--- src/include/mix_settings.svh ---
`ifndef MIX_SETTINGS_SVH
`define MIX_SETTINGS_SVH

// ------------------------------------------------------------
// lane count and sample width
// ------------------------------------------------------------
// sum tree is built for exactly five lanes
`define MIX_NUM_CH       5
`define MIX_SAMPLE_W     16

// unsigned gain, q2.30
`define MIX_GAIN_W       32
`define MIX_GAIN_FRAC    30

// dac code width, offset binary
`define MIX_DAC_W        14

// test ramp accumulator and step
`define MIX_RAMP_W       16
`define MIX_RAMP_STEP_W  12

// default sample buffer depth, power of two
`define MIX_FIFO_DEPTH   4

`endif
--- src/mix_pkg.sv ---
`include "mix_settings.svh"

package mix_pkg;

    // ------------------------------------------------------------
    // datapath types
    // ------------------------------------------------------------
    // one signed lane sample
    typedef logic signed [`MIX_SAMPLE_W-1:0] sample_t;

    // all lanes of one beat, lane 0 in the low bits
    typedef sample_t [`MIX_NUM_CH-1:0] lane_vec_t;

    // per-lane gain, unsigned with 30 fraction bits
    typedef logic [`MIX_GAIN_W-1:0] gain_t;
    typedef gain_t [`MIX_NUM_CH-1:0] gain_vec_t;

    // final arithmetic shift, 0 to 7
    typedef logic [2:0] shift_t;

    // ramp increment per accepted beat
    typedef logic [`MIX_RAMP_STEP_W-1:0] ramp_step_t;

    // offset-binary dac word
    typedef logic [`MIX_DAC_W-1:0] dac_code_t;

    // lane source per beat
    typedef enum logic [1:0] {
        SRC_GAINED = 2'd0,
        SRC_CPU    = 2'd1,
        SRC_RAMP   = 2'd2
    } src_sel_e;

endpackage

--- src/sample_fifo.sv ---
`timescale 1ns/10ps
`include "mix_settings.svh"

module sample_fifo #(
    parameter int DEPTH = `MIX_FIFO_DEPTH
) (
    input  logic               sys_clk,
    input  logic               rst,
    input  logic               i_valid,
    output logic               o_ready,
    input  mix_pkg::lane_vec_t i_lanes,
    output logic               o_valid,
    input  logic               i_ready,
    output mix_pkg::lane_vec_t o_lanes
);
    import mix_pkg::*;

    // index width, pointers carry one extra wrap bit
    localparam int AW = $clog2(DEPTH);

    lane_vec_t     mem [DEPTH];
    logic [AW:0]   wr_ptr_q;
    logic [AW:0]   rd_ptr_q;
    logic          full;
    logic          empty;
    logic          wr_en;
    logic          rd_en;

    // ------------------------------------------------------------
    // occupancy
    // ------------------------------------------------------------
    // same index, different lap -> full
    assign full  = (wr_ptr_q[AW] != rd_ptr_q[AW])
                && (wr_ptr_q[AW-1:0] == rd_ptr_q[AW-1:0]);
    assign empty = (wr_ptr_q == rd_ptr_q);

    assign o_ready = !full;
    assign o_valid = !empty;

    assign wr_en = i_valid && o_ready;
    assign rd_en = o_valid && i_ready;

    // ------------------------------------------------------------
    // pointers
    // ------------------------------------------------------------
    always_ff @(posedge sys_clk or posedge rst) begin
        if (rst) begin
            wr_ptr_q <= '0;
            rd_ptr_q <= '0;
        end else begin
            // both may move in the same cycle
            if (wr_en) begin
                wr_ptr_q <= wr_ptr_q + 1'b1;
            end
            if (rd_en) begin
                rd_ptr_q <= rd_ptr_q + 1'b1;
            end
        end
    end

    // ------------------------------------------------------------
    // storage
    // ------------------------------------------------------------
    always_ff @(posedge sys_clk) begin
        if (wr_en) begin
            mem[wr_ptr_q[AW-1:0]] <= i_lanes;
        end
    end

    // head of queue, shows up the cycle after the write
    assign o_lanes = mem[rd_ptr_q[AW-1:0]];

endmodule

--- config.mk ---
export PLATFORM = sky130hd
export DESIGN_NAME = sample_fifo
export DESIGN_NICKNAME = d
export VERILOG_FILES = /design/src/mix_pkg.sv /design/src/sample_fifo.sv
export VERILOG_INCLUDE_DIRS = /design/src /design/src/include
export SDC_FILE = /design/constraint.sdc
export NUM_CORES = 1
export LEC_CHECK = 0
export ABC_AREA = 1
export BUFFER_PORTS_ARGS = -buffer_cell sky130_fd_sc_hd__buf_4
export CAP_MARGIN = 20
export CORE_MARGIN = 4
export CORE_UTILIZATION = 57
export DETAILED_ROUTE_END_ITERATION = 8
export PLACE_DENSITY = 0.83
export SYNTH_ARGS = -nofsm -noshare
export SYNTH_HDL_FRONTEND = slang
export SYNTH_SLANG_ARGS = --single-unit
export TNS_END_PERCENT = 5
--- constraint.sdc ---
create_clock -name sys_clk -period 6.6 [get_ports sys_clk]
set_input_delay 0.33 -clock sys_clk [delete_from_list [all_inputs] [get_ports sys_clk]]
set_output_delay 0.33 -clock sys_clk [all_outputs]
set_load 0.005 [all_outputs]
==> flow_summary.yaml <==
status:
  status: "complete, no violations"
synthesis:
  post-synth-top-count-cell: "edfxtp_1"
  yosysWarnings: 0
  synth_commonest_cells: "edfxtp_1, nor2_1, o21ai_0, o22ai_1, nand2_1"
  synth_area_per_cell_sq_um: 14.8
  synth_cell_type_count: 23
  synth_edf_count: 320
  postSynthRegisterBits: 326
  async_flop_share_pct: 1.84
  synth_top_area_share_pct: 78.1
  yosys.area.top_type: "edfxtp_1"
  synthTopCellsByArea: "edfxtp_1, o21ai_0, nor2_1, o22ai_1, dfrtp_1"
  synthesis.nets: 923
  synth.cell_area_sq_um: 12300
  seq_area_frac_synth_pct: 79.3
  syn_inst: 834
  yosys_most_used_dff: "edfxtp_1"
setup_path:
  worst_ep_required_time_ns: 6.27
  worstSetupPathType: "reg2out"
  path_max_fanout: 90
  arrival_ns: 3.06
  r2r_cells: 8
  worst_setup_path_end_kind: "primary output"
  startpoint_type: "flop"
routing:
  drtPass1Iterations: 4
  vias: 7597
  drt_iter0_markers: 736
  route.detailed.drc: 0
  routed_wirelength_um: 26100
  viasPerCell: 5.55
  wire_per_inst_um: 19.1
  ant_nets: 0
power:
  p_int_mw: 4.75
  pwr_density_cell_nw_per_um2: 447
  p_sw_share_pct: 32.0
  power_switching_mw: 2.23
  p_leak_nw: 5.52
  clockPowerShare_pct: 25.8
  irDropWorstVdd_mv: 0.357
  comb_power_share_pct: 32.5
  power_frac_seq_pct: 41.6
timing:
  min_period_over_period_pct: 51.4
  slew_viol_final: 0
  period_needed_ns: 3.39
  fmax_mhz: 295
  rsz0062_at_grt: "no"
  worst_slew_margin_rel_pct: 42.6
  hold_viol: 0
  finalSetupTns_ns: 0
  setup_ws_ns: 3.21
  finClkSkew_ns: 0.00585
  tightest_slew_ns: 0.861
  setup_violations: 0
grt:
  grt_usage_pct: 21.4
  met1_usage_pct: 28.2
  first_global_vias: 7525
  grt.busiest_layer: "met2"
  globalRouteMet3Util_pct: 3.64
  antenna_found_initial: 0
  overflow: 0
  grt_max_degree: 163
  use_met2_pct: 37.1
  grt_pass1_wl_um: 40600
floorplanning:
  coreArea_sq_um: 21200
  core.rowCount: 53
  die-area_sq_um: 24000
  chipHeight_um: 155
  die_w_um: 155
  ios: 166
  start_util_pct: 58.2
clock_network:
  insertion_delay_ns: 0.55
  cts.path.max_buffers: 3
  htreeDepth: 1
  clkTransAtPathRegs_ns: 0.06
  cts_buffers: 30
  cts_root_buf: "clkbuf_16"
  cts_tree: "yes"
  cts_num_sinks: 326
  cts-resized-gates: 0
job:
  maxCapViolations: 0
placed_design:
  placed_cell_area_sq_um: 13700
  dpl_worst_slack_ns: 3.21
  globalplace.congestion: 0.782
  hpwl_um: 14000
  port_buffers: 165
final_layout:
  nets: 1160
  drive_gt1_share_pct: 21.8
  diodes: 0
  fillers: 1232
  finalInstanceArea_sq_um: 15600
  area.growth.synth_to_final_pct: 26.8
worst_hold_path:
  min_path_type: "in2reg"
  hold_depth: 3
## routing by layer
layer / wire length (um) / share of wire [%] / vias up
li1: - / - / 3608
met1: 10100 / 38 / 3642
met2: 13500 / 52 / 305
met3: 2030 / 7.7 / 42
met4: 589 / 2.3 / 0
met5: 0 / 0 / -
## stage by stage
stage | util [%] | power (mW) | hold WS [ns] | instances
finish | 73.8 | 6.98 | 0.0513 | 1370
global route | 73.8 | 7.36 | 0.0527 | 1370
CTS | 73.6 | 7.01 | 0.0310 | 1369
detailed placement | 64.8 | 5.18 | 0.282 | 1232
global placement | 64.6 | 5.10 | 0.274 | 1230
floorplan | - | 4.20 | 0.121 | 834
## logic make-up after synthesis
group	after synthesis	synth area share, %
AO/OA/AOI/OAI	240	10.6
AND/OR/NAND/NOR	198	6.39
buffers and inverters	63	3.05
flip-flops	326	79.3
XOR/XNOR	2	0.142
adder cells (fa/ha/maj)	5	0.509
## power groups by stage
stage / clock network (mW) / logic [mW] / registers (mW)
after global placement: 0 / 2.16 / 2.94
after global routing: 1.92 / 2.50 / 2.94
after detailed placement: 0 / 2.23 / 2.95
after floorplan: 0 / 1.30 / 2.91
final: 1.80 / 2.27 / 2.91
after CTS: 1.82 / 2.28 / 2.91
## critical path, cell delays in order (launching register included)
cell	delay (ns)
dfrtp_4	0.92
buf_4	0.78
o21ai_0	0.21
o22ai_1	0.31
buf_4	0.17
## placed cells by master, fill, tap and decap left out, types with 3 or more instances in the layout
cell type,netlist,layout
clkbuf_16,0,31
edfxtp_1,320,320
nand2_1,22,22
o21ai_1,19,19
dlygate4sd3_1,0,81
o22ai_1,80,80
clkinv_1,0,5
nand3_1,6,6
buf_4,2,172
inv_1,9,9
ha_1,5,5
nand2_2,3,3
o21ai_0,141,141
dfrtp_1,6,4
bufinv_16,0,6
nor2_4,0,4
nor2_1,164,160
clkinv_2,0,9
## what timing repair did
item                                   4_1_cts  5_1_grt
endpoints found under the hold margin      326        0
hold buffers                                81        0
buffers inserted                             0        0
## flip-flops by register name, summed over array words and instances, names as in the netlist
register,cells
rd_ptr_q,3
wr_ptr_q,3
mem,320
## worst paths after layout
kind                            slack, ns         from     endpoint
worst max register to register       3.42  rd_ptr_q[0]   mem[3][36]
worst min register to register       0.58  rd_ptr_q[1]  rd_ptr_q[1]
worst min-delay path                 0.05      i_ready  rd_ptr_q[2]
worst max-delay path                 3.21  rd_ptr_q[0]  o_lanes[69]
min in group asynchronous            0.27          rst  rd_ptr_q[0]
max in group asynchronous            6.10          rst  rd_ptr_q[0]
## layout make-up
| class | instances | area, sq um | area share, % |
|---|---|---|---|
| sequential | 326 | 9760 | 62.6 |
| tap | 275 | 344 | 2.21 |
| timing repair buffer | 257 | 2200 | 14.1 |
| multi-input combinational | 445 | 2200 | 14.1 |
| inverter | 11 | 48.8 | 0.313 |
| clock buffer | 33 | 783 | 5.02 |
| clock inverter | 23 | 268 | 1.72 |
Note: power is estimated with default switching activity, not from simulation.
