## src/include/mix_settings.svh

```systemverilog
`ifndef MIX_SETTINGS_SVH
`define MIX_SETTINGS_SVH

// ------------------------------------------------------------
// lane count and sample width
// ------------------------------------------------------------
// sum tree is built for exactly five lanes
`define MIX_NUM_CH       5
`define MIX_SAMPLE_W     16

// unsigned gain, q2.30
`define MIX_GAIN_W       32
`define MIX_GAIN_FRAC    30

// dac code width, offset binary
`define MIX_DAC_W        14

// test ramp accumulator and step
`define MIX_RAMP_W       16
`define MIX_RAMP_STEP_W  12

// default sample buffer depth, power of two
`define MIX_FIFO_DEPTH   4

`endif
```

## src/mix_pkg.sv

```systemverilog
`include "mix_settings.svh"

package mix_pkg;

    // ------------------------------------------------------------
    // datapath types
    // ------------------------------------------------------------
    // one signed lane sample
    typedef logic signed [`MIX_SAMPLE_W-1:0] sample_t;

    // all lanes of one beat, lane 0 in the low bits
    typedef sample_t [`MIX_NUM_CH-1:0] lane_vec_t;

    // per-lane gain, unsigned with 30 fraction bits
    typedef logic [`MIX_GAIN_W-1:0] gain_t;
    typedef gain_t [`MIX_NUM_CH-1:0] gain_vec_t;

    // final arithmetic shift, 0 to 7
    typedef logic [2:0] shift_t;

    // ramp increment per accepted beat
    typedef logic [`MIX_RAMP_STEP_W-1:0] ramp_step_t;

    // offset-binary dac word
    typedef logic [`MIX_DAC_W-1:0] dac_code_t;

    // lane source per beat
    typedef enum logic [1:0] {
        SRC_GAINED = 2'd0,
        SRC_CPU    = 2'd1,
        SRC_RAMP   = 2'd2
    } src_sel_e;

endpackage

```

## src/sum_quantizer.sv

```systemverilog
`timescale 1ns/10ps
`include "mix_settings.svh"

module sum_quantizer (
    input  logic                sys_clk,
    input  logic                rst,
    input  logic                i_valid,
    output logic                o_ready,
    input  mix_pkg::lane_vec_t  i_lanes,
    input  mix_pkg::shift_t     i_final_shift,
    output logic                o_valid,
    input  logic                i_ready,
    output mix_pkg::dac_code_t  o_dac_code,
    output logic                o_clip
);
    import mix_pkg::*;

    localparam int SAMPLE_W = `MIX_SAMPLE_W;
    localparam int DAC_W    = `MIX_DAC_W;
    // 16 -> 17 -> 18 -> 19 through the tree
    localparam int SUM_W    = SAMPLE_W + 3;
    localparam logic signed [SUM_W-1:0] SAT_MAX = 2**(DAC_W-1) - 1;
    localparam logic signed [SUM_W-1:0] SAT_MIN = -(2**(DAC_W-1));

    logic                      v1_q, v2_q, v3_q;
    logic                      advance;
    logic signed [SAMPLE_W:0]   s1_pair0_q, s1_pair1_q;
    logic signed [SAMPLE_W-1:0] s1_lane4_q;
    logic signed [SAMPLE_W+1:0] s2_sum_q, s2_lane4_q;
    logic signed [SUM_W-1:0]    total;
    logic signed [SUM_W-1:0]    rnd_bias;
    logic signed [SUM_W-1:0]    shifted;
    logic signed [DAC_W-1:0]    sat;
    logic                      clip;
    dac_code_t                 code_q;
    logic                      clip_q;

    // whole pipe moves as one
    assign advance = !v3_q || i_ready;
    assign o_ready = advance;

    // ------------------------------------------------------------
    // valid bits
    // ------------------------------------------------------------
    always_ff @(posedge sys_clk or posedge rst) begin
        if (rst) begin
            v1_q <= 1'b0;
            v2_q <= 1'b0;
            v3_q <= 1'b0;
        end else if (advance) begin
            v1_q <= i_valid;
            v2_q <= v1_q;
            v3_q <= v2_q;
        end
    end

    // ------------------------------------------------------------
    // sum tree, stages 1 and 2
    // ------------------------------------------------------------
    always_ff @(posedge sys_clk) begin
        if (advance && i_valid) begin
            s1_pair0_q <= $signed(i_lanes[0]) + $signed(i_lanes[1]);
            s1_pair1_q <= $signed(i_lanes[2]) + $signed(i_lanes[3]);
            s1_lane4_q <= $signed(i_lanes[4]);
        end
        if (advance && v1_q) begin
            s2_sum_q   <= s1_pair0_q + s1_pair1_q;
            // sign-extend the odd lane
            s2_lane4_q <= s1_lane4_q;
        end
    end

    // ------------------------------------------------------------
    // stage 3: total, round, shift, saturate
    // ------------------------------------------------------------
    assign total = s2_sum_q + s2_lane4_q;

    always_comb begin
        // half an lsb of the shifted result
        if (i_final_shift != 3'd0) begin
            rnd_bias = {{(SUM_W-1){1'b0}}, 1'b1} << (i_final_shift - 3'd1);
        end else begin
            rnd_bias = '0;
        end
        shifted = (total + rnd_bias) >>> i_final_shift;
        clip    = 1'b1;
        if (shifted > SAT_MAX) begin
            sat = SAT_MAX[DAC_W-1:0];
        end else if (shifted < SAT_MIN) begin
            sat = SAT_MIN[DAC_W-1:0];
        end else begin
            sat  = shifted[DAC_W-1:0];
            clip = 1'b0;
        end
    end

    // offset binary: flip the sign bit
    always_ff @(posedge sys_clk) begin
        if (advance && v2_q) begin
            code_q <= {~sat[DAC_W-1], sat[DAC_W-2:0]};
            clip_q <= clip;
        end
    end

    assign o_valid    = v3_q;
    assign o_dac_code = code_q;
    assign o_clip     = clip_q;

endmodule

```

## config.mk

```make
export PLATFORM = sky130hd
export DESIGN_NAME = sum_quantizer
export DESIGN_NICKNAME = d
export VERILOG_FILES = /design/src/mix_pkg.sv /design/src/sum_quantizer.sv
export VERILOG_INCLUDE_DIRS = /design/src /design/src/include
export SDC_FILE = /design/constraint.sdc
export NUM_CORES = 1
export LEC_CHECK = 0
export BUFFER_PORTS_ARGS = -buffer_cell sky130_fd_sc_hd__buf_2
export CORE_UTILIZATION = 30
export CTS_CLUSTER_DIAMETER = 80
export CTS_CLUSTER_SIZE = 8
export DETAILED_ROUTE_END_ITERATION = 16
export GPL_TIMING_DRIVEN = 0
export SLEW_MARGIN = 20
export SYNTH_ARGS = -nofsm -noshare
export SYNTH_HDL_FRONTEND = slang
export SYNTH_SLANG_ARGS = --single-unit
```

## constraint.sdc

```tcl
create_clock -name sys_clk -period 9.57 [get_ports sys_clk]
set_clock_uncertainty 0.2 [all_clocks]
set_input_delay 1.914 -clock sys_clk [delete_from_list [all_inputs] [get_ports sys_clk]]
set_output_delay 1.914 -clock sys_clk [all_outputs]
set_load 0.03 [all_outputs]
```

==> impl_results.md <==
* LEAKAGE at between 3 and 4 nW
* Number of enable flip-flop cells after synthesis at 99
* CTS Hold Bufs at 0
* Boundary pin count at about 100
* Start of the worst register-to-register path: s2_sum_q[1]$_DFFE_PP_
* CP arrival at 6650 ps
* Post-route ant nets at 0
* Net count, final at 926
* Clock Sinks at 102
* Slowest CP cell: clkbuf_1
* Kind of critical path: in -> reg
* Root Buffer: clkbuf_16
* Post CTS Setup Buffer Count at 0
* Compound-Gate Fraction of Synth Area at 0.174
* Pint at 1.26 mW
* Critical path capture point type: register
* Worst reg2reg path endpoint: o_dac_code[8]$_SDFFCE_PN1P_
* Multi-input logic area at a little under 4000 um^2
* Synthesized Nets at around 810
* CTS buffer count at 9
* Crit path required time at 9460 ps
* Iter 0 DRT Violations at 160
* Resize count post-CTS at 0
* Sw power at between 0.8 and 0.9 mW
* Starting density of the core at 0.305
* Simple-gate share of the synthesized area at 0.0946
* Synth Flop Type: edfxtp_1
* Worst Reg-to-Reg Cells at 13
* Max_slew headroom at 0.555
* Post-synthesis async set-or-reset flop share at 0.0294
* CP Launch Type: input port
* Setup TNS at 0 ps
* Overflow after GRT at 0
* CTS tree: yes
* Clk pwr share at 0.171
* Crit-path cells: buf_2 -> inv_1 -> clkbuf_1 -> clkbuf_1 -> nor3_1 -> fa_1 -> fa_1 -> a211oi_1 -> o211ai_1 -> a221oi_1 -> xor2_1 -> nor2_1 -> a211oi_2 -> nand2_1 -> o311ai_2 -> buf_4 -> o21ai_2
* Drt wl/cell at 11.9 um
* Clock Latency Late Sink at 350 ps
* Vias per std cell at 4.57
* Mapped Cells at 636
* Seq pwr share at 0.321
* Largest net degree at the start of global routing at between 50 and 60
* Layout cells sized above 1 at 0.213
* Max Cap Violations at 0
* Synth Register Bits at ~100
* Reg clk slew, reported paths at 70 ps
* Largest fanout on the critical path at 10
* Status: finished, final reports clean
* Global-route wire length before repair at 21300 um
* Hold depth at 0
* Max Slew Vio Count at 0
* Post-synthesis instance area at 7130 um^2
* CTS H-tree depth at 3
* Maximum clock rate at 0.148 GHz
* Most common cell after layout, fill and taps aside: buf_2
* Fill cell count at 2364
* DRC viols at 0
* Min-delay src: s1_lane4_q[8]$_DFFE_PP_
* Via count at 4921
* DRT Wirelength at 12800 um
* Row cnt at 56
* Full die area at 24400 um^2
* GR Util All Layers at 0.110
* DRT Pass-1 Iters at 6
* Minimum clock period at about 6800 ps
* Crit-path leading delay family: compound AO/OA/AOI/OAI gates
* Worst IR Drop VDD at between 0.1 and 0.15 mV
* Die height at 156 um
* Clock tree buffer depth at 2
* Synth Area in XOR/XNOR at 0.0661
* Hold EP: s2_lane4_q[8]$_DFFE_PP_
* Placed cells at 1059
* Comb power frac at 0.509
* Sw frac at 0.395
* Fin. Hold Viols at 0
* Post-synthesis average cell area at between 10 and 15 um^2
* Register Area at 3050 um^2
* PwrDens at about 250 nW/um^2
* Crit-path max cell delay at 500 ps
* Routability cong. at 0.808
* Most frequent cells in the layout: buf_2, edfxtp_1, ha_1
* Initial antenna violation count at 2
* Synth Warn # at 0
* Period Utilization, post-route at 0.707
* Worst slew pin tran at 658 ps
* Die X at approximately 160 um
* PortBufs at 103
* Yosys cell types at 70
* Vias in the first global route at 4590
* Worst Hold Class: reg -> reg
* Buffers & Inverters on Critical Path at 5
* FF-to-FF setup slack at 5100 ps
* Unrepaired setup endpoints after global routing: no
* Mux cell area share after synthesis at 0.0433
* DPL Wire Length at 10400 um
* Largest family of logic cells by synthesized area: compound AO/OA/AOI/OAI gates
* Final Setup Violations at 0
* Post-synthesis adder-cell area fraction at 0.166
* Layout area overhead at 17.4%
* Core area at between 20000 and 25000 um^2
* Seq/Total Area, Yosys at 0.427
* Final Non-Filler Cells at 1076
[power groups by stage]
stage          registers, mW  logic (mW)  clock network [mW]
6_report               0.670        1.06               0.356
5_1_grt                0.680        1.19               0.386
4_1_cts                0.672        1.08               0.369
3_5_place_dp           0.682        1.07                   0
3_3_place_gp           0.682        1.05                   0
2_1_floorplan          0.747       0.783                   0
[area by class of cell]
cell class / instances / share of cell area
well taps: 319 / 0.0477
clock buffers: 9 / 0.0269
diodes: 1 / 0.000299
multi-input cells: 483 / 0.464
plain buffers: 13 / 0.00732
repair buffers: 104 / 0.0640
flip-flops and latches: 102 / 0.364
inverters: 38 / 0.0170
clock inverters: 7 / 0.00867
[cells in the mapped netlist, types with 2 or more instances]
| cell | count | area, um^2 |
|---|---|---|
| edfxtp_1 | 99 | 2970 |
| ha_1 | 77 | 963 |
| a21oi_1 | 42 | 210 |
| nand2_1 | 38 | 143 |
| nor2_1 | 37 | 139 |
| inv_1 | 36 | 135 |
| xnor2_1 | 35 | 307 |
| o21ai_0 | 27 | 135 |
| mux2i_1 | 23 | 230 |
| xor2_1 | 17 | 149 |
| a21o_1 | 15 | 113 |
| nor3_1 | 13 | 65.1 |
| and2_1 | 12 | 75.1 |
| fa_1 | 11 | 220 |
| nand2b_1 | 10 | 62.6 |
| o21ai_2 | 10 | 87.6 |
| clkbuf_1 | 9 | 33.8 |
| and3_1 | 7 | 43.8 |
| nand3_1 | 7 | 35.0 |
| nor2b_1 | 7 | 43.8 |
| o21ai_1 | 7 | 35.0 |
| a211oi_1 | 6 | 45.0 |
| a211o_1 | 5 | 43.8 |
| a21boi_0 | 5 | 37.5 |
| a31oi_1 | 5 | 31.3 |
| mux2_2 | 5 | 56.3 |
| a31o_2 | 4 | 35.0 |
| a211oi_2 | 3 | 37.5 |
| a221oi_1 | 3 | 26.3 |
| a311oi_1 | 3 | 26.3 |
| dfrtp_1 | 3 | 75.1 |
| o211ai_1 | 3 | 22.5 |
| o21a_1 | 3 | 22.5 |
| o21bai_1 | 3 | 22.5 |
| o22ai_1 | 3 | 18.8 |
| o31ai_1 | 3 | 22.5 |
| or2_2 | 3 | 18.8 |
| or3_1 | 3 | 18.8 |
| a41oi_1 | 2 | 17.5 |
| o2111ai_1 | 2 | 17.5 |
[state kept, by name, indices dropped and copies added, names as in the netlist]
name / flops
o_valid: 1
s1_pair0_q: 17
s1_pair1_q: 17
v2_q: 1
s2_sum_q: 18
s2_lane4_q: 16
o_dac_code: 14
v1_q: 1
o_clip: 1
s1_lane4_q: 16
[per-stage QoR]
stage / hold slack (ps) / setup WS, ps / cell area [um^2] / utilization / total power [mW]
final: 220 / 2810 / 8370 / 0.358 / 2.09
after global routing: 226 / 2450 / 8370 / 0.358 / 2.26
after CTS: 224 / 2770 / 8370 / 0.358 / 2.12
after detailed placement: 206 / 2430 / 8070 / 0.345 / 1.75
after global placement: 200 / 2470 / 8050 / 0.344 / 1.74
after floorplan: 200 / 3210 / 7130 / - / 1.53
[cell families after synthesis]
logic type | Yosys count
AOI/OAI and AO/OA | 173
xor gates and xnor gates | 53
adders and majority gates | 88
buffers and inverters | 51
DFF | 102
muxes | 29
and+or+nand+nor | 140
[worst max-delay path by stage]
stage                     start                           end  cells past startpoint
6_report       i_final_shift[1]   o_dac_code[8]$_SDFFCE_PN1P_                     17
4_1_cts        i_final_shift[1]   o_dac_code[8]$_SDFFCE_PN1P_                     17
3_3_place_gp   i_final_shift[1]   o_dac_code[2]$_SDFFCE_PN1P_                     17
3_5_place_dp   i_final_shift[1]   o_dac_code[8]$_SDFFCE_PN1P_                     17
2_1_floorplan  i_final_shift[1]  o_dac_code[10]$_SDFFCE_PN1P_                     16
5_1_grt        i_final_shift[1]   o_dac_code[8]$_SDFFCE_PN1P_                     17
[routing by layer]
metal,up-vias,global-route usage,wire (um),share of wire
li1,2608,-,-,-
met1,2207,0.143,6220,0.48
met2,98,0.180,5970,0.46
met3,6,0.0286,572,0.045
met4,2,0.0308,72,0.0056
met5,-,0,11,0.00086
Power figures use the tool's default switching activity.
